===== src/audio_macros.svh =====
// Compile-time constants of the audio path
// Changing the ADC timing values also changes the frame length seen by the tape model
// The hysteresis is symmetric around mid-scale 128

`ifndef AUDIO_MACROS_SVH
`define AUDIO_MACROS_SVH

// Tape comparator half-width in ADC counts
`define AUDIO_HYST 4

// Modulator input width taken from the top of the level
`define AUDIO_PWM_WIDTH 9

// Modulator enable on counter wrap, one per 8 clocks
`define AUDIO_DS_DIV_BITS 3

// ADC bit period of 32 clocks, adc_clk at 750 kHz
`define ADC_CLK_DIV_BITS 5

// Bit periods per ADC frame, 8 shifting then 24 converting
`define ADC_FRAME_BITS 32

`endif


===== src/audio_pkg.sv =====
// Types of the sound signal path
// Mute mask bits follow the order of src_t

package audio_pkg;

    // ----------------------------------------
    // Samples and levels
    // ----------------------------------------

    // One channel sample from a music chip, covox or the tape ADC
    typedef logic [7:0] sample8_t;

    // Mixed output level, full scale 65535
    typedef logic [15:0] level_t;

    // ----------------------------------------
    // Source selection
    // ----------------------------------------

    // Mixer sources in mute mask bit order
    typedef enum logic [1:0] {
        src_beep  = 2'd0,
        src_ay    = 2'd1,
        src_rs    = 2'd2,
        src_covox = 2'd3
    } src_t;

    // One bit per source, set means silenced
    typedef logic [3:0] mute_t;

endpackage


===== src/regs_pkg.sv =====
// Register map of the AXI4-Lite control slave
// Offsets are byte addresses on a 4-bit address bus

package regs_pkg;

    // Register address as seen on awaddr and araddr
    typedef logic [3:0] addr_t;

    // AXI response code
    typedef logic [1:0] resp_t;

    // ----------------------------------------
    // Register offsets
    // ----------------------------------------
    localparam addr_t reg_ctrl  = 4'h0;
    localparam addr_t reg_covox = 4'h4;
    localparam addr_t reg_adc   = 4'h8;
    localparam addr_t reg_level = 4'hc;

    // Control register bit positions
    localparam int ctrl_mute_lsb  = 0;
    localparam int ctrl_rs_enable = 4;

    // Responses used by the slave
    localparam resp_t resp_okay   = 2'd0;
    localparam resp_t resp_slverr = 2'd2;

endpackage


===== src/mix_cfg_if.sv =====
// Mixer configuration from the register block and the mixed level back
// No clock inside, both ends sample on their own clk24

`timescale 1ns/1ps

interface mix_cfg_if;

    // Covox byte written by the host
    audio_pkg::sample8_t covox;

    // Per-source mute mask
    audio_pkg::mute_t mute;

    // Second music chip enable
    logic rs_enable;

    // Registered mixer output for status reads
    audio_pkg::level_t level;

    // Register side drives configuration
    modport regs (output covox, output mute, output rs_enable, input level);

    // Mixer side consumes configuration
    modport mixer (input covox, input mute, input rs_enable, output level);

endinterface


===== src/audio_regs.sv =====
// AXI4-Lite slave with single beats only
// Wstrb is not decoded and only full-word writes are expected
// Writes to status registers or unknown offsets answer slverr and change nothing

`timescale 1ns/1ps

module audio_regs (
    input  logic                clk24,
    input  logic                rst,
    // Write address and data
    input  regs_pkg::addr_t     awaddr,
    input  logic                awvalid,
    output logic                awready,
    input  logic [31:0]         wdata,
    input  logic [3:0]          wstrb,
    input  logic                wvalid,
    output logic                wready,
    // Write response
    output logic [1:0]          bresp,
    output logic                bvalid,
    input  logic                bready,
    // Read address and data
    input  regs_pkg::addr_t     araddr,
    input  logic                arvalid,
    output logic                arready,
    output logic [31:0]         rdata,
    output logic [1:0]          rresp,
    output logic                rvalid,
    input  logic                rready,
    // Mixer configuration and status
    mix_cfg_if.regs             cfg,
    input  audio_pkg::sample8_t adc_sample,
    input  logic                tapein
);

    // Control state
    audio_pkg::mute_t    mute_r;
    logic                rs_en_r;
    audio_pkg::sample8_t covox_r;

    logic                wr_accept;
    logic                rd_accept;
    logic [31:0]         rd_word;
    regs_pkg::resp_t     rd_resp;

    // ----------------------------------------
    // Write channel
    // ----------------------------------------

    // Address and data taken together once the previous response is gone
    assign wr_accept = awvalid && wvalid && !bvalid;
    assign awready   = wr_accept;
    assign wready    = wr_accept;

    always_ff @(posedge clk24) begin
        if (rst) begin
            bvalid  <= 1'b0;
            bresp   <= regs_pkg::resp_okay;
            mute_r  <= '0;
            rs_en_r <= 1'b0;
            covox_r <= '0;
        end else if (wr_accept) begin
            bvalid <= 1'b1;
            case (awaddr)
                regs_pkg::reg_ctrl: begin
                    mute_r  <= wdata[regs_pkg::ctrl_mute_lsb +: $bits(audio_pkg::mute_t)];
                    rs_en_r <= wdata[regs_pkg::ctrl_rs_enable];
                    bresp   <= regs_pkg::resp_okay;
                end
                regs_pkg::reg_covox: begin
                    covox_r <= wdata[7:0];
                    bresp   <= regs_pkg::resp_okay;
                end
                // Status registers and holes
                default: bresp <= regs_pkg::resp_slverr;
            endcase
        end else if (bready) begin
            bvalid <= 1'b0;
        end
    end

    // Configuration straight from the registers
    assign cfg.mute      = mute_r;
    assign cfg.rs_enable = rs_en_r;
    assign cfg.covox     = covox_r;

    // ----------------------------------------
    // Read channel
    // ----------------------------------------

    // One read outstanding at a time
    assign arready   = !rvalid;
    assign rd_accept = arvalid && arready;

    // Read data assembly, live level and ADC status
    always_comb begin
        rd_word = '0;
        rd_resp = regs_pkg::resp_okay;
        case (araddr)
            regs_pkg::reg_ctrl: begin
                rd_word[regs_pkg::ctrl_mute_lsb +: $bits(audio_pkg::mute_t)] = mute_r;
                rd_word[regs_pkg::ctrl_rs_enable] = rs_en_r;
            end
            regs_pkg::reg_covox: rd_word[7:0]  = covox_r;
            regs_pkg::reg_adc:   rd_word[8:0]  = {tapein, adc_sample};
            regs_pkg::reg_level: rd_word[15:0] = cfg.level;
            default:             rd_resp       = regs_pkg::resp_slverr;
        endcase
    end

    always_ff @(posedge clk24) begin
        if (rst) begin
            rvalid <= 1'b0;
            rresp  <= regs_pkg::resp_okay;
        end else if (rd_accept) begin
            rvalid <= 1'b1;
            rresp  <= rd_resp;
        end else if (rready) begin
            rvalid <= 1'b0;
        end
    end

    // Data captured at acceptance and held through back-pressure
    always_ff @(posedge clk24) begin
        if (rd_accept) begin
            rdata <= rd_word;
        end
    end

    // ----------------------------------------
    // Protocol checks
    // ----------------------------------------

    // Responses stay put until the master takes them
    b_hold: assert property (@(posedge clk24) disable iff (rst)
        bvalid && !bready |=> bvalid && $stable(bresp));
    r_hold: assert property (@(posedge clk24) disable iff (rst)
        rvalid && !rready |=> rvalid && $stable(rdata) && $stable(rresp));

    // Full-word writes only
    w_full: assert property (@(posedge clk24) disable iff (rst)
        wr_accept |-> wstrb == 4'hf);

endmodule


===== src/delta_sigma_dac.sv =====
// First-order delta-sigma modulator on the top bits of the level
// Updates once per 8 clocks so pwm holds each value for 8 clocks
// Drive a transistor or RC filter from pwm

`timescale 1ns/1ps
`include "audio_macros.svh"

module delta_sigma_dac (
    input  logic              clk24,
    input  logic              rst,
    input  audio_pkg::level_t level,
    output logic              pwm
);

    logic [`AUDIO_DS_DIV_BITS-1:0] div_cnt;
    logic                          ds_ce;
    // Carry bit on top of the running remainder
    logic [`AUDIO_PWM_WIDTH:0]     accu;

    // ----------------------------------------
    // Enable divider
    // ----------------------------------------
    always_ff @(posedge clk24) begin
        if (rst) begin
            div_cnt <= '0;
        end else begin
            div_cnt <= div_cnt + 1'b1;
        end
    end

    assign ds_ce = (div_cnt == '0);

    // ----------------------------------------
    // Accumulator
    // ----------------------------------------

    // Remainder plus the top of the level, overflow lands in the carry
    always_ff @(posedge clk24) begin
        if (rst) begin
            accu <= '0;
        end else if (ds_ce) begin
            accu <= {1'b0, accu[`AUDIO_PWM_WIDTH-1:0]}
                  + {1'b0, level[$bits(audio_pkg::level_t)-1 -: `AUDIO_PWM_WIDTH]};
        end
    end

    assign pwm = accu[`AUDIO_PWM_WIDTH];

    // Modulator state moves only on the divided enable
    accu_ce: assert property (@(posedge clk24) disable iff (rst)
        !ds_ce |=> $stable(accu));

endmodule


===== src/sound_codec.sv =====
// Audio block top level with plain ports
// Host control over AXI4-Lite with 4-bit byte addresses
// Sound output is a 1-bit stream on pwm at 24 MHz

`timescale 1ns/1ps

module sound_codec (
    input  logic        clk24,
    input  logic        rst,
    // Sound sources
    input  logic [3:0]  pulses,
    input  logic [7:0]  ay_a,
    input  logic [7:0]  ay_b,
    input  logic [7:0]  ay_c,
    input  logic [7:0]  rs_a,
    input  logic [7:0]  rs_b,
    input  logic [7:0]  rs_c,
    // AXI4-Lite write
    input  logic [3:0]  awaddr,
    input  logic        awvalid,
    output logic        awready,
    input  logic [31:0] wdata,
    input  logic [3:0]  wstrb,
    input  logic        wvalid,
    output logic        wready,
    output logic [1:0]  bresp,
    output logic        bvalid,
    input  logic        bready,
    // AXI4-Lite read
    input  logic [3:0]  araddr,
    input  logic        arvalid,
    output logic        arready,
    output logic [31:0] rdata,
    output logic [1:0]  rresp,
    output logic        rvalid,
    input  logic        rready,
    // Tape ADC
    input  logic        adc_data,
    output logic        adc_clk,
    output logic        adc_cs_n,
    output logic        tapein,
    // Speaker
    output logic        pwm
);

    // Mixer configuration bus
    mix_cfg_if cfg_bus ();

    logic [15:0] level;
    logic [7:0]  adc_sample;

    // ----------------------------------------
    // Control registers
    // ----------------------------------------
    audio_regs u_regs (
        .clk24      (clk24),
        .rst        (rst),
        .awaddr     (awaddr),
        .awvalid    (awvalid),
        .awready    (awready),
        .wdata      (wdata),
        .wstrb      (wstrb),
        .wvalid     (wvalid),
        .wready     (wready),
        .bresp      (bresp),
        .bvalid     (bvalid),
        .bready     (bready),
        .araddr     (araddr),
        .arvalid    (arvalid),
        .arready    (arready),
        .rdata      (rdata),
        .rresp      (rresp),
        .rvalid     (rvalid),
        .rready     (rready),
        .cfg        (cfg_bus.regs),
        .adc_sample (adc_sample),
        .tapein     (tapein)
    );

    // ----------------------------------------
    // Sound path
    // ----------------------------------------
    sound_mixer u_mixer (
        .clk24  (clk24),
        .rst    (rst),
        .pulses (pulses),
        .ay_a   (ay_a),
        .ay_b   (ay_b),
        .ay_c   (ay_c),
        .rs_a   (rs_a),
        .rs_b   (rs_b),
        .rs_c   (rs_c),
        .cfg    (cfg_bus.mixer),
        .level  (level)
    );

    delta_sigma_dac u_dac (
        .clk24 (clk24),
        .rst   (rst),
        .level (level),
        .pwm   (pwm)
    );

    // Tape input
    tape_adc_reader u_adc (
        .clk24      (clk24),
        .rst        (rst),
        .adc_data   (adc_data),
        .adc_clk    (adc_clk),
        .adc_cs_n   (adc_cs_n),
        .adc_sample (adc_sample),
        .tapein     (tapein)
    );

endmodule


===== src/sound_mixer.sv =====
// Saturating mix of beeper, two music chips and covox
// The second chip halves the first chip's gain when enabled
// Level lags its inputs by one clock

`timescale 1ns/1ps

module sound_mixer (
    input  logic                clk24,
    input  logic                rst,
    input  logic [3:0]          pulses,
    input  audio_pkg::sample8_t ay_a,
    input  audio_pkg::sample8_t ay_b,
    input  audio_pkg::sample8_t ay_c,
    input  audio_pkg::sample8_t rs_a,
    input  audio_pkg::sample8_t rs_b,
    input  audio_pkg::sample8_t rs_c,
    mix_cfg_if.mixer            cfg,
    output audio_pkg::level_t   level
);

    logic [2:0]  beep_sum;
    logic [9:0]  ay_sum;
    logic [9:0]  rs_sum;
    // One spare bit above the level for overflow
    logic [16:0] beep_term;
    logic [16:0] ay_term;
    logic [16:0] rs_term;
    logic [16:0] covox_term;
    logic [16:0] total;

    always_comb begin
        // Timer channel 3 counts double
        beep_sum = {2'b0, pulses[0]} + {2'b0, pulses[1]} + {2'b0, pulses[2]}
                 + {1'b0, pulses[3], 1'b0};
        ay_sum   = {2'b0, ay_a} + {2'b0, ay_b} + {2'b0, ay_c};
        rs_sum   = {2'b0, rs_a} + {2'b0, rs_b} + {2'b0, rs_c};

        // Beeper scaled by 8192
        beep_term = {1'b0, beep_sum, 13'b0};
        // Shared gain of 16 each when both chips play
        if (cfg.rs_enable) begin
            ay_term = {3'b0, ay_sum, 4'b0};
            rs_term = {3'b0, rs_sum, 4'b0};
        end else begin
            ay_term = {2'b0, ay_sum, 5'b0};
            rs_term = '0;
        end
        covox_term = {5'b0, cfg.covox, 4'b0};

        // Muted sources drop out
        if (cfg.mute[audio_pkg::src_beep])  beep_term  = '0;
        if (cfg.mute[audio_pkg::src_ay])    ay_term    = '0;
        if (cfg.mute[audio_pkg::src_rs])    rs_term    = '0;
        if (cfg.mute[audio_pkg::src_covox]) covox_term = '0;

        total = beep_term + ay_term + rs_term + covox_term;
    end

    // Clip at full scale
    always_ff @(posedge clk24) begin
        if (rst) begin
            level <= '0;
        end else begin
            level <= total[16] ? 16'hffff : total[15:0];
        end
    end

    assign cfg.level = level;

endmodule


===== src/tape_adc_reader.sv =====
// Frame sequencer for a TLC549-style serial ADC on the tape input
// Data is sampled as adc_clk rises and must change only after it falls
// The first frame after reset returns a stale conversion

`timescale 1ns/1ps
`include "audio_macros.svh"

module tape_adc_reader (
    input  logic                clk24,
    input  logic                rst,
    input  logic                adc_data,
    output logic                adc_clk,
    output logic                adc_cs_n,
    output audio_pkg::sample8_t adc_sample,
    output logic                tapein
);

    logic [`ADC_CLK_DIV_BITS-1:0]     bit_tmr;
    logic [$clog2(`ADC_FRAME_BITS)-1:0] frame_cnt;
    logic                             shifting;
    logic                             second_half;
    logic                             sample_pt;
    logic                             last_bit;
    audio_pkg::sample8_t              shift_reg;
    logic                             sample_done;

    // ----------------------------------------
    // Bit timer and frame counter
    // ----------------------------------------
    always_ff @(posedge clk24) begin
        if (rst) begin
            bit_tmr   <= '0;
            frame_cnt <= '0;
        end else begin
            bit_tmr <= bit_tmr + 1'b1;
            // Advance at the end of each bit period
            if (&bit_tmr) begin
                if (int'(frame_cnt) == `ADC_FRAME_BITS - 1) begin
                    frame_cnt <= '0;
                end else begin
                    frame_cnt <= frame_cnt + 1'b1;
                end
            end
        end
    end

    // Chip selected for the first 8 bit periods
    assign shifting    = int'(frame_cnt) < $bits(audio_pkg::sample8_t);
    assign second_half = bit_tmr[`ADC_CLK_DIV_BITS-1];
    // Start of the high half, same edge that raises adc_clk
    assign sample_pt   = shifting && second_half && (bit_tmr[`ADC_CLK_DIV_BITS-2:0] == '0);
    assign last_bit    = int'(frame_cnt) == $bits(audio_pkg::sample8_t) - 1;

    // Registered pins, idle after reset
    always_ff @(posedge clk24) begin
        if (rst) begin
            adc_cs_n <= 1'b1;
            adc_clk  <= 1'b0;
        end else begin
            adc_cs_n <= !shifting;
            adc_clk  <= shifting && second_half;
        end
    end

    // ----------------------------------------
    // Capture
    // ----------------------------------------

    // MSB arrives first
    always_ff @(posedge clk24) begin
        if (sample_pt) begin
            shift_reg <= {shift_reg[6:0], adc_data};
        end
    end

    always_ff @(posedge clk24) begin
        if (rst) begin
            adc_sample  <= '0;
            sample_done <= 1'b0;
        end else begin
            sample_done <= sample_pt && last_bit;
            if (sample_pt && last_bit) begin
                adc_sample <= {shift_reg[6:0], adc_data};
            end
        end
    end

    // Hysteresis around mid-scale, holds inside the band
    always_ff @(posedge clk24) begin
        if (rst) begin
            tapein <= 1'b0;
        end else if (sample_done) begin
            if (int'(adc_sample) > 128 + `AUDIO_HYST) begin
                tapein <= 1'b1;
            end else if (int'(adc_sample) < 128 - `AUDIO_HYST) begin
                tapein <= 1'b0;
            end
        end
    end

    // No clock edges toward a deselected converter
    clk_in_frame: assert property (@(posedge clk24) disable iff (rst)
        adc_clk |-> !adc_cs_n);

endmodule

===== config.mk =====
export PLATFORM = sky130hd
export DESIGN_NAME = sound_codec
export DESIGN_NICKNAME = d
export VERILOG_FILES = /design/src/audio_pkg.sv /design/src/regs_pkg.sv /design/src/mix_cfg_if.sv /design/src/audio_regs.sv /design/src/delta_sigma_dac.sv /design/src/sound_codec.sv /design/src/sound_mixer.sv /design/src/tape_adc_reader.sv
export VERILOG_INCLUDE_DIRS = /design/src /design/src/src
export SDC_FILE = /design/constraint.sdc
export NUM_CORES = 1
export LEC_CHECK = 0
export BUFFER_PORTS_ARGS = -buffer_cell sky130_fd_sc_hd__buf_2
export CORE_ASPECT_RATIO = 1.4
export CORE_MARGIN = 2
export CORE_UTILIZATION = 50
export DETAILED_ROUTE_END_ITERATION = 10
export GPL_TIMING_DRIVEN = 0
export HOLD_SLACK_MARGIN = 0.05
export PLACE_DENSITY = 0.75
export SLEW_MARGIN = 20
export SYNTH_ARGS = -nofsm -noshare
export SYNTH_HDL_FRONTEND = slang
export SYNTH_SLANG_ARGS = --single-unit

===== constraint.sdc =====
create_clock -name clk24 -period 6.65 [get_ports clk24]
set_input_delay 1.995 -clock clk24 [delete_from_list [all_inputs] [get_ports clk24]]
set_output_delay 1.995 -clock clk24 [all_outputs]
set_load 0.01 [all_outputs]

-- After elaboration in Yosys (flattened, before gate mapping)
Index checks and enable logic that the tools add are counted.
- magnitude comparators: 3
- add/subtract/negate cells: 14
- equal/unequal tests: 6
- reduce and logical (&&, ||, !) cells: 22
- multiplexer cells: 19
- operators with widths (operator ; number):
    $mux W16 ; 2
    $mux W15 ; 2
    $mux W14 ; 2
    $add A10 B8 Y10 ; 2
    $pmux W5 S4 ; 1
    $add A8 B8 Y9 ; 2
    $add A16 B15 Y17 ; 1
    $add A17 B12 Y17 ; 1
    $add A17 B14 Y17 ; 1
    $logic_not A4 Y1 ; 3
    $mux W12 ; 1
    $add A5 B1 Y5 const B ; 2
    $add A9 B9 Y10 ; 1
    $pmux W3 S3 ; 1
    $eq A4 B3 Y1 const B ; 2
    $eq A4 B4 Y1 const B ; 2
    $gt A8 B8 Y1 const B ; 1
    $lt A8 B7 Y1 const B ; 1
    $logic_and A1 B1 Y1 ; 6
    $mux W1 ; 6
    $reduce_and A2 Y1 ; 3
    $reduce_bool A2 Y1 ; 3
    $eq A5 B1 Y1 const B ; 1
    $eq A5 B4 Y1 const B ; 1
    13 further kinds ; 16
- register bits: 93
- logic and storage cells: 84
- output and inout port bits: 45
- input port bits: 104

-- Longest topological paths before layout
Gate-level depths: netlist of the first run.
- depth after elaboration: 8
- mapped depth: 25
- mapped depth without buffers: 23

-- Cells and area by module
Synthesis of the first run repeated with hierarchy kept, for this count alone.
- cells, all modules: 647
- area total of the unflattened synthesis: 6148.4 sq um
- modules (own cells, without submodules) (module ; cells each ; area each (sq um) ; sequential area each (sq um) ; times used):
    sound_mixer ; 287 ; 2491.1 ; 260.2 ; 1
    audio_regs ; 149 ; 1671.6 ; 820.8 ; 1
    tape_adc_reader ; 113 ; 1153.6 ; 650.6 ; 1
    delta_sigma_dac ; 98 ; 832.0 ; 260.2 ; 1

-- Worst setup path after synthesis of the first run
OpenSTA, ideal clock, no wires.
- kind: input port to flip-flop
- start: in ay_a[0]
- end: reg u_mixer.level[15] (netlist: u_mixer.cfg.level[15])
- arrival time: 6.087 ns
- setup time: 0.132 ns
- slack: 0.430 ns
- required time: 6.518 ns
- path buffers: 2
- stages: 23
- path through: ha_1 > inv_1 > fa_1 > nor2b_1 > o31a_1 > o21a_1 > nor2_1 > xnor2_1 > ha_1 > or2_2 > a21oi_1 > a311o_1 > a21o_1 > nand4_1 > o31ai_1 > fa_1 > ha_1 > clkbuf_1 > a21o_1 > a41o_1 > a31oi_1 > buf_4 > a31oi_1
- longest elaborated chain between the ends: 8
- ends and longest elaborated chain (element ; line ; text):
    from (decl) ; sound_codec.sv:12 ; input logic [7:0] ay_a,
    $add A8 B8 Y9 ; sound_mixer.sv:35 ; ay_sum = {2'b0, ay_a} + {2'b0, ay_b} + {2'b0, ay_c};
    $add A10 B8 Y10 ; sound_mixer.sv:35 ;
    $mux W15 ; sound_mixer.sv:41 ; if (cfg.rs_enable) begin
    $mux W15 ; sound_mixer.sv:52 ; if (cfg.mute[audio_pkg::src_ay]) ay_term = '0;
    $add A16 B15 Y17 ; sound_mixer.sv:56 ; total = beep_term + ay_term + rs_term + covox_term;
    $add A17 B14 Y17 ; sound_mixer.sv:56 ;
    $add A17 B12 Y17 ; sound_mixer.sv:56 ;
    $mux W16 ; sound_mixer.sv:64 ; level <= total[16] ? 16'hffff : total[15:0];
    to (signal assigned) ; sound_mixer.sv:64 ;
    to (decl) ; sound_mixer.sv:18 ; output audio_pkg::level_t level
No other way between the ends.
A chain may end at the register's enable or synchronous reset.

-- Worst setup path in the final report of the first run
Ends and elaborated chain as after synthesis.

==> flow_metrics.py, run 1 <==
metrics = {
    "logic_synthesis": {
        "synth_edf_count": 23,
        "async_flop_share_pct": 0,
        "syn_area_um2": 6162,
        "ys_ff_latch": 88,
        "synth_warnings": 0,
        "synth_top_cell_by_area": "dfxtp_1",
        "synthTopCellsByArea": "dfxtp_1, ha_1, edfxtp_1",
        "yosys.area.top_type_share_pct": 21.12,
        "synth_cell_types": 54,
        "synth_ff_type": "dfxtp_1",
        "synth.avg_cell_area_um2": 8.854,
        "syn-instance-count": 696,
        "yosysSeqAreaShare_pct": 32.32,
    },
    "global_route": {
        "grt_busiest_layer": "met2",
        "met1_usage_pct": 22.35,
        "grt_start_max_net_pins": 19,
        "grt_pass1_vias": 4745,
        "overflow": 0,
        "antenna_found_initial": 0,
        "grt.met2_usage_pct": 36.53,
        "grt_use_total_pct": 19.93,
        "grt_pass1_wl_mm": 21.42,
        "use_met3_pct": 4.180,
    },
    "power": {
        "p_leak_uw": 0.003383,
        "clkPwrFrac_pct": 28.1,
        "ir_drop_mv": 0.1496,
        "power_frac_comb_pct": 35.4,
        "switching_share_pct": 32.54,
        "seqPwrFrac_pct": 36.5,
        "power-per-cell-area_nw_per_um2": 235.2,
        "switchingPower_uw": 554.0,
        "totalPowerFinal_uw": 1703,
        "p_int_uw": 1149,
    },
    "floorplan": {
        "die_height_um": 135.4,
        "initial_core_util_pct": 50.54,
        "rows": 48,
        "fp.dieW_um": 97.83,
        "io_pins": 149,
        "core_um2": 12190,
        "die-area_um2": 13240,
    },
    "sta": {
        "whs_ns": 0.4562,
        "report.final.slew_viol_count": 0,
        "achievable-frequency_mhz": 157.3,
        "setup_violations": 0,
        "relSlewSlack_pct": 45.52,
        "fin_worst_skew_ns": 0.008122,
        "fin_crit_sh_pct": 95.61,
        "min_period_ns": 6.358,
        "finalHoldViolations": 0,
        "worst_pin_slew_ns": 0.8135,
    },
    "critical_path": {
        "end_kind": "register",
        "max_stage_delay_ns": 0.39,
        "worstPathBufferInverterCount": 4,
        "slowest_stage": "fa_1",
        "cp_common_cell": "ha_1",
        "crit_required_ns": 6.84,
        "crit_fanout": 10,
        "worstSetupPathType": "input port to register",
        "startpoint_type": "input port",
        "arrival_ns": 6.55,
        "cp_top_family": "compound AO/OA/AOI/OAI gates",
    },
    "clock_network": {
        "cts_sinks": 88,
        "cts.path.max_buffers": 2,
        "cts_tree": "built",
        "ctsHoldBuffers": 0,
        "cts_buffers": 9,
        "cts_max_level": 3,
        "path_clk_slew_ns": 0.06,
        "root_buffer": "clkbuf_16",
        "clk_latency_ns": 0.34,
    },
    "run_status": {
        "status": "finished clean",
    },
    "place": {
        "port_buffers": 101,
        "place_congestion": 0.9304,
        "hpwlAfterDp_mm": 10.53,
        "placed_cells": 964,
    },
    "worst_hold_path": {
        "min_path_type": "register to register",
    },
    "job": {
        "drv_cap": 0,
    },
    "route": {
        "wl_per_cell_um": 13.18,
        "dr.pass1.iters": 4,
        "detail_route.iter0.violations": 202,
        "wl_mm": 12.91,
        "antenna_left": 0,
        "vias": 5117,
        "drc": 0,
        "avgViaCountPerCell": 5.227,
    },
    "final_layout": {
        "fin_cells": 979,
        "insertedDiodeCount": 0,
        "top_regs": "u_regs.rdata: 16 flops, u_mixer.cfg.level: 13 flops, u_dac.accu: 10 flops",
        "nets": 1007,
        "syn2layout_area_growth_pct": 17.46,
        "drive_gt1_share_pct": 19.18,
        "regMostFlops": "u_regs.rdata",
        "largest_register_ffs": 16,
    },
}
==> worst paths after layout <==
check	cells after the start	to	startpoint	slack, ns
worst max-delay path	25	u_mixer.cfg.level[15]$_SDFF_PP0_	ay_a[0]	0.29
worst min-delay path	2	u_dac.accu[2]$_SDFFE_PP0N_	u_dac.accu[2]$_SDFFE_PP0N_	0.46
worst max register to register	13	u_mixer.cfg.level[15]$_SDFF_PP0_	u_regs.cfg.rs_enable$_SDFFE_PP0P_	3.14
worst min register to register	2	u_dac.accu[2]$_SDFFE_PP0N_	u_dac.accu[2]$_SDFFE_PP0N_	0.46
==> per-layer routing <==
layer / up-vias / wire, um / share of wire (%)
met4: 0 / 376 / 2.9
met5: - / 0 / 0
li1: 2654 / - / -
met2: 127 / 6643 / 51
met3: 21 / 555 / 4.3
met1: 2315 / 5333 / 41
==> Yosys cell counts, types with 11 or more instances <==
master,count
fa_1,16
nand2b_1,18
nor2_1,64
mux2i_1,20
clkbuf_1,19
buf_4,20
a211oi_1,13
and2_1,12
xnor2_1,23
ha_1,63
a21oi_1,52
nand3_1,23
dfxtp_1,65
a21o_1,12
nor3_1,11
edfxtp_1,23
o21ai_0,33
inv_1,50
nor2b_1,24
nand2_1,37
==> final cells by class <==
cell class	instances	area (um2)
plain buffers	41	236.5
clock buffers	11	254.0
clock inverters	5	38.79
fillers	1135	4954
inverters	51	191.4
multi-input cells	532	3832
flip-flops and latches	88	1992
well taps	150	187.7
repair buffers	101	505.5
==> tightest hold or removal path, delay by kind of cell, from the launching register on <==
family           cells  cell delay, ns
AO/OA/AOI/OAI        1            0.05
AND/OR/NAND/NOR      1            0.05
flip-flops           1            0.31
==> power groups by stage <==
stage / Combinational, uW / Clock (uW) / Sequential (uW)
2_1_floorplan: 460 / 0 / 629
3_3_place_gp: 582 / 0 / 631
3_5_place_dp: 594 / 0 / 632
4_1_cts: 599 / 491 / 621
5_1_grt: 689 / 515 / 625
6_report: 603 / 479 / 621
==> cells by family after synthesis <==
| group | Yosys count | share of synthesized area [%] |
|---|---|---|
| and+or+nand+nor | 226 | 18.38 |
| AOI/OAI and AO/OA | 152 | 15.29 |
| buffers and inverters | 93 | 6.944 |
| DFF | 88 | 32.32 |
| adders and majority gates | 79 | 17.99 |
| xor gates and xnor gates | 29 | 4.122 |
| muxes | 28 | 4.893 |
| other | 1 | 0.06086 |
==> metrics by stage <==
| step | utilization (%) | TNS, ns | area [um2] | worst slack, ns |
|---|---|---|---|---|
| 6_report | 59.37 | 0 | 7238 | 0.2918 |
| 4_1_cts | 59.17 | 0 | 7214 | 0.07645 |
| 2_1_floorplan | - | 0 | 6226 | 0.4303 |
| 3_3_place_gp | 56.75 | -2.258 | 6919 | -0.2451 |
| 3_5_place_dp | 56.77 | -2.355 | 6922 | -0.2527 |
| 5_1_grt | 59.37 | -0.03535 | 7238 | -0.01509 |
==> repair_timing <==
action | in CTS | in global routing
gates resized for setup | 0 | 4
buffers inserted | 0 | 0
setup endpoints to repair | 0 | 10
==> cells in the final DEF (no fill, tap or decap), drive strengths merged, types with 24 or more instances in the layout <==
cell type / n
buf: 124
dfxtp: 65
nor2: 64
ha: 63
a21oi: 52
inv: 51
nand2: 37
o21ai: 33
clkbuf: 29
nor2b: 24
No activity file was read; power rests on OpenSTA's default activity.
==> inputs of run 2 (changes only) <==
--- a/config.mk
+++ b/config.mk
@@ -6,7 +6,7 @@
 export SDC_FILE = /design/constraint.sdc
 export NUM_CORES = 1
 export LEC_CHECK = 0
-export BUFFER_PORTS_ARGS = -buffer_cell sky130_fd_sc_hd__buf_2
+export BUFFER_PORTS_ARGS = -buffer_cell sky130_fd_sc_hd__clkbuf_2
 export CORE_ASPECT_RATIO = 1.4
 export CORE_MARGIN = 2
 export CORE_UTILIZATION = 50
==> flow_metrics.py, run 2 (synthesized netlist as in run 1, its figures left out) <==
metrics = {
    "route": {
        "detail_route.iter0.violations": 186,
        "antenna_left": 0,
        "drc": 0,
        "avgViaCountPerCell": 5.254,
        "dr.pass1.iters": 4,
        "wl_per_cell_um": 13.07,
        "wl_mm": 12.80,
        "vias": 5144,
    },
    "global_route": {
        "grt_use_total_pct": 19.83,
        "antenna_found_initial": 0,
        "grt_start_max_net_pins": 19,
        "grt_pass1_wl_mm": 21.47,
        "overflow": 0,
        "grt_pass1_vias": 4874,
    },
    "worst_hold_path": {
        "holdPathEnd": "u_adc.shift_reg[1]$_DFFE_PP_",
        "hp-start": "u_adc.shift_reg[0]$_DFFE_PP_",
        "hold_path_depth": 0,
        "min_path_type": "register to register",
    },
    "clock_network": {
        "path_clk_slew_ns": 0.07,
        "clk_latency_ns": 0.33,
        "cts_max_level": 3,
        "root_buffer": "clkbuf_16",
        "cts_tree": "built",
        "cts.path.max_buffers": 2,
        "ctsHoldBuffers": 0,
        "cts_buffers": 9,
        "cts-resized-gates": 0,
        "cts_sinks": 88,
        "post-cts-setup-buffer-count": 0,
    },
    "critical_path": {
        "end_kind": "register",
        "reg2reg_slack_ns": 3.16,
        "crit_required_ns": 6.83,
        "worstReg2RegStart": "u_regs.cfg.rs_enable$_SDFFE_PP0P_",
        "reg2reg_depth": 13,
        "startpoint_type": "input port",
        "worstSetupPathType": "input port to register",
        "crit_fanout": 10,
        "arrival_ns": 6.56,
        "r2r-end": "u_mixer.cfg.level[15]$_SDFF_PP0_",
    },
    "final_layout": {
        "largest_register_ffs": 16,
        "fin_util_pct": 59.54,
        "nets": 1007,
        "syn2layout_area_growth_pct": 17.81,
        "insertedDiodeCount": 0,
        "final_common_cell": "clkbuf_2",
        "regMostFlops": "u_regs.rdata",
        "top_regs": "u_regs.rdata: 16 flops, u_mixer.cfg.level: 13 flops, u_dac.accu: 10 flops",
        "final_cell_mix": "clkbuf_2, dfxtp_1, nor2_1",
        "fin_area_um2": 7259,
        "nFillCells": 1122,
        "drive_gt1_share_pct": 19.18,
    },
    "sta": {
        "min_period_ns": 6.375,
        "fin_crit_sh_pct": 95.86,
        "worst_pin_slew_ns": 0.7954,
        "setup_violations": 0,
        "achievable-frequency_mhz": 156.9,
        "finalHoldViolations": 0,
        "setup_tns_ns": 0,
        "finalWorstSetupSlack_ns": 0.2751,
        "relSlewSlack_pct": 46.73,
        "fin_worst_skew_ns": 0.007186,
        "report.final.slew_viol_count": 0,
    },
    "floorplan": {
        "die-area_um2": 13240,
        "rows": 48,
        "die_height_um": 135.4,
        "core_um2": 12190,
        "io_pins": 149,
        "initial_core_util_pct": 50.54,
        "fp.dieW_um": 97.83,
    },
    "run_status": {
        "status": "finished clean",
    },
    "power": {
        "p_leak_uw": 0.003402,
        "power-per-cell-area_nw_per_um2": 239.5,
        "ir_drop_mv": 0.1025,
    },
    "place": {
        "placed_cell_area_um2": 6922,
        "port_buffers": 101,
        "place_ws_ns": -0.2752,
        "hpwlAfterDp_mm": 10.48,
        "place_congestion": 0.9244,
    },
    "job": {
        "drv_cap": 0,
    },
}
run 2: worst max path at each step:
stage | startpoint | to | slack [ns] | cells after the start
final | ay_a[0] | u_mixer.cfg.level[15]$_SDFF_PP0_ | 0.28 | 25
after global routing | ay_a[0] | u_mixer.cfg.level[9]$_SDFF_PP0_ | -0.0009 | 25
after CTS | ay_a[0] | u_mixer.cfg.level[15]$_SDFF_PP0_ | 0.05 | 24
after detailed placement | ay_a[0] | u_mixer.cfg.level[15]$_SDFF_PP0_ | -0.28 | 24
after global placement | ay_a[0] | u_mixer.cfg.level[15]$_SDFF_PP0_ | -0.24 | 24
after floorplan | ay_a[0] | u_mixer.cfg.level[15]$_SDFF_PP0_ | 0.43 | 23
run 2: report_power, final:
group | internal (uW) | leakage [uW] | switching [uW]
clock network | 315 | 0.000148 | 194
logic | 277 | 0.00250 | 331
registers | 595 | 0.000752 | 27.1
total | 1190 | 0.00340 | 552
run 2: final cells by class:
type / count / area [um2] / area share [%]
well taps: 150 / 187.7 / 2.585
multi-input cells: 532 / 3836 / 52.84
inverters: 51 / 191.4 / 2.637
repair buffers: 101 / 505.5 / 6.963
clock inverters: 4 / 52.55 / 0.7239
clock buffers: 12 / 257.7 / 3.550
plain buffers: 41 / 236.5 / 3.258
flip-flops and latches: 88 / 1992 / 27.44
run 2: critical path, cell delays in order:
cell and delay, ns:
clkbuf_2 0.08, ha_1 0.15, inv_1 0.05, fa_1 0.39, nor2b_1 0.16, o31a_1 0.19
o21a_1 0.12, nor2_1 0.05, xnor2_1 0.12, ha_1 0.31, or2_2 0.34, a21oi_2 0.17
a311o_1 0.17, a21o_1 0.12, nand3_1 0.10, a21oi_2 0.19, ha_1 0.25, ha_1 0.29
clkbuf_1 0.19, a21o_1 0.21, a21o_1 0.20, a41o_1 0.23, a31oi_4 0.23, buf_6 0.17
a31oi_1 0.07
run 2: per-layer routing:
metal,part of all wire [%],track usage [%]
met1,41,22.21
met2,52,37.21
met3,4.4,2.941
met4,2.3,8.179
met5,0,0
run 2: through the flow:
stage | hold slack, ns | instances | power [uW]
3_5_place_dp | 0.4394 | 964 | 1228
5_1_grt | 0.4725 | 979 | 1864
6_report | 0.4464 | 979 | 1739
4_1_cts | 0.4512 | 980 | 1742
2_1_floorplan | 0.4173 | 713 | 1089
3_3_place_gp | 0.4336 | 964 | 1213
==> inputs of run 3 (changes only) <==
==> constraint.sdc (replaced) <==
create_clock -name clk24 -period 6.04 [get_ports clk24]
set_input_delay 1.812 -clock clk24 [delete_from_list [all_inputs] [get_ports clk24]]
set_output_delay 1.812 -clock clk24 [all_outputs]
set_load 0.01 [all_outputs]
==> flow_metrics.py, run 3 (synthesized netlist as in run 1, its figures left out) <==
metrics = {
    "global_route": {
        "grt_use_total_pct": 19.88,
        "grt_pass1_wl_mm": 21.53,
        "antenna_found_initial": 0,
        "overflow": 0,
        "grt_pass1_vias": 4875,
        "grt_start_max_net_pins": 19,
    },
    "place": {
        "place_ws_ns": -0.7022,
        "placed_cells": 964,
        "place_congestion": 0.9244,
        "port_buffers": 101,
        "hpwlAfterDp_mm": 10.48,
    },
    "clock_network": {
        "cts_max_level": 3,
        "cts_buffers": 9,
        "path_clk_slew_ns": 0.07,
        "clk_latency_ns": 0.34,
        "root_buffer": "clkbuf_16",
        "cts.path.max_buffers": 2,
        "cts_tree": "built",
        "cts_sinks": 88,
    },
    "critical_path": {
        "reg2reg_depth": 13,
        "startpoint_type": "input port",
        "crit_required_ns": 6.22,
        "worstReg2RegStart": "u_regs.cfg.rs_enable$_SDFFE_PP0P_",
        "worstSetupPathType": "input port to register",
        "crit_fanout": 5,
        "arrival_ns": 6.09,
        "end_kind": "register",
        "r2r-end": "u_mixer.cfg.level[15]$_SDFF_PP0_",
        "reg2reg_slack_ns": 2.51,
    },
    "floorplan": {
        "rows": 48,
        "fp.dieW_um": 97.83,
        "die_height_um": 135.4,
        "core_um2": 12190,
        "io_pins": 149,
        "die-area_um2": 13240,
        "initial_core_util_pct": 50.54,
    },
    "route": {
        "antenna_left": 0,
        "wl_mm": 13.10,
        "wl_per_cell_um": 13.29,
        "drc": 0,
        "dr.pass1.iters": 4,
        "avgViaCountPerCell": 5.242,
        "vias": 5169,
        "detail_route.iter0.violations": 164,
    },
    "sta": {
        "finalHoldViolations": 0,
        "whs_ns": 0.4462,
        "finalWorstSetupSlack_ns": 0.1393,
        "achievable-frequency_mhz": 169.5,
        "setup_violations": 0,
        "worst_pin_slew_ns": 0.7996,
        "min_period_ns": 5.901,
        "rsz0062_at_grt": "true",
        "fin_worst_skew_ns": 0.007468,
        "report.final.slew_viol_count": 0,
        "fin_crit_sh_pct": 97.69,
        "relSlewSlack_pct": 46.45,
    },
    "final_layout": {
        "regMostFlops": "u_regs.rdata",
        "insertedDiodeCount": 0,
        "final_cell_mix": "clkbuf_2, dfxtp_1, nor2_1",
        "final_common_cell": "clkbuf_2",
        "nFillCells": 1116,
        "fin_cells": 986,
        "top_regs": "u_regs.rdata: 16 flops, u_mixer.cfg.level: 13 flops, u_dac.accu: 10 flops",
        "syn2layout_area_growth_pct": 19.98,
        "nets": 1014,
        "fin_util_pct": 60.64,
        "drive_gt1_share_pct": 21.41,
        "largest_register_ffs": 16,
    },
    "power": {
        "totalPowerFinal_uw": 1970,
        "ir_drop_mv": 0.1125,
        "power-per-cell-area_nw_per_um2": 266.4,
        "p_leak_uw": 0.003442,
    },
    "worst_hold_path": {
        "hold_path_depth": 0,
        "min_path_type": "register to register",
        "holdPathEnd": "u_adc.shift_reg[1]$_DFFE_PP_",
        "hp-start": "u_adc.shift_reg[0]$_DFFE_PP_",
    },
    "run_status": {
        "status": "finished clean",
    },
    "job": {
        "drv_cap": 0,
    },
}
==> run 3: cell count changes in the layout (fill, tap and decap cells not counted), sizes merged <==
cell	before	now
buf	23	31
clkbuf	131	130
==> run 3: layout make-up <==
class / count / area (um2) / area share, %
buffer: 40 / 232.7 / 3.148
clock buffer: 12 / 257.7 / 3.486
clock inverter: 4 / 52.55 / 0.7108
inverter: 51 / 191.4 / 2.589
multi-input combinational: 532 / 3910 / 52.89
sequential: 88 / 1992 / 26.94
tap: 150 / 187.7 / 2.539
timing repair buffer: 109 / 569.3 / 7.700
==> run 3: power breakdown <==
part	switching [uW]	total (uW)	internal, uW
sequential	29.7	685	655
clock	214	561	347
combinational	381	724	343
total	625	1970	1340
==> run 3: repair_timing <==
| action | CTS | global route |
|---|---|---|
| setup endpoints to repair | 12 | 13 |
| hold buffers | 0 | 0 |
| gates cloned | 0 | 1 |
| pin swaps | 0 | 14 |
| hold endpoints to repair | 0 | 0 |
| resized for setup | 8 | 16 |
| buffers inserted | 0 | 7 |
==> run 3: through the flow <==
| step | TNS [ns] | cell area [um2] |
|---|---|---|
| detailed placement | -7.895 | 6922 |
| global placement | -7.458 | 6919 |
| floorplan | 0 | 6226 |
| global route | -0.1162 | 7393 |
| finish | 0 | 7393 |
| CTS | 0 | 7266 |
==> run 3: how the worst max path moves through the flow <==
stage               depth (start not counted)     from                          endpoint
global route                               24  ay_a[0]   u_mixer.cfg.level[9]$_SDFF_PP0_
global placement                           24  ay_a[0]  u_mixer.cfg.level[15]$_SDFF_PP0_
floorplan                                  23  ay_a[0]  u_mixer.cfg.level[15]$_SDFF_PP0_
CTS                                        24  ay_a[0]  u_mixer.cfg.level[15]$_SDFF_PP0_
detailed placement                         24  ay_a[0]  u_mixer.cfg.level[15]$_SDFF_PP0_
finish                                     24  ay_a[0]  u_mixer.cfg.level[15]$_SDFF_PP0_
==> run 3: worst max-delay path, stage by stage <==
cell and delay, ns:
clkbuf_2 0.08, ha_1 0.19, inv_1 0.08, fa_2 0.23, nor2b_2 0.05, o31a_1 0.30
o21a_1 0.18, nor2_2 0.10, xnor2_1 0.07, ha_1 0.22, or2_2 0.31, a21oi_1 0.20
nand3b_1 0.16, nand3_1 0.10, a21o_1 0.20, fa_1 0.47, inv_1 0.04, ha_1 0.24
a21o_1 0.17, a21o_1 0.20, a41o_1 0.24, a31oi_4 0.21, buf_6 0.15, a31oi_1 0.06
==> run 3: layer usage <==
metal | track usage [%] | wire [um] | part of all wire, % | up-vias
met3 | 2.941 | 573 | 4.4 | 20
met4 | 8.179 | 274 | 2.1 | 0
met1 | 22.17 | 5310 | 41 | 2355
met5 | 0 | 0 | 0 | -
li1 | - | - | - | 2662
met2 | 37.44 | 6944 | 53 | 132
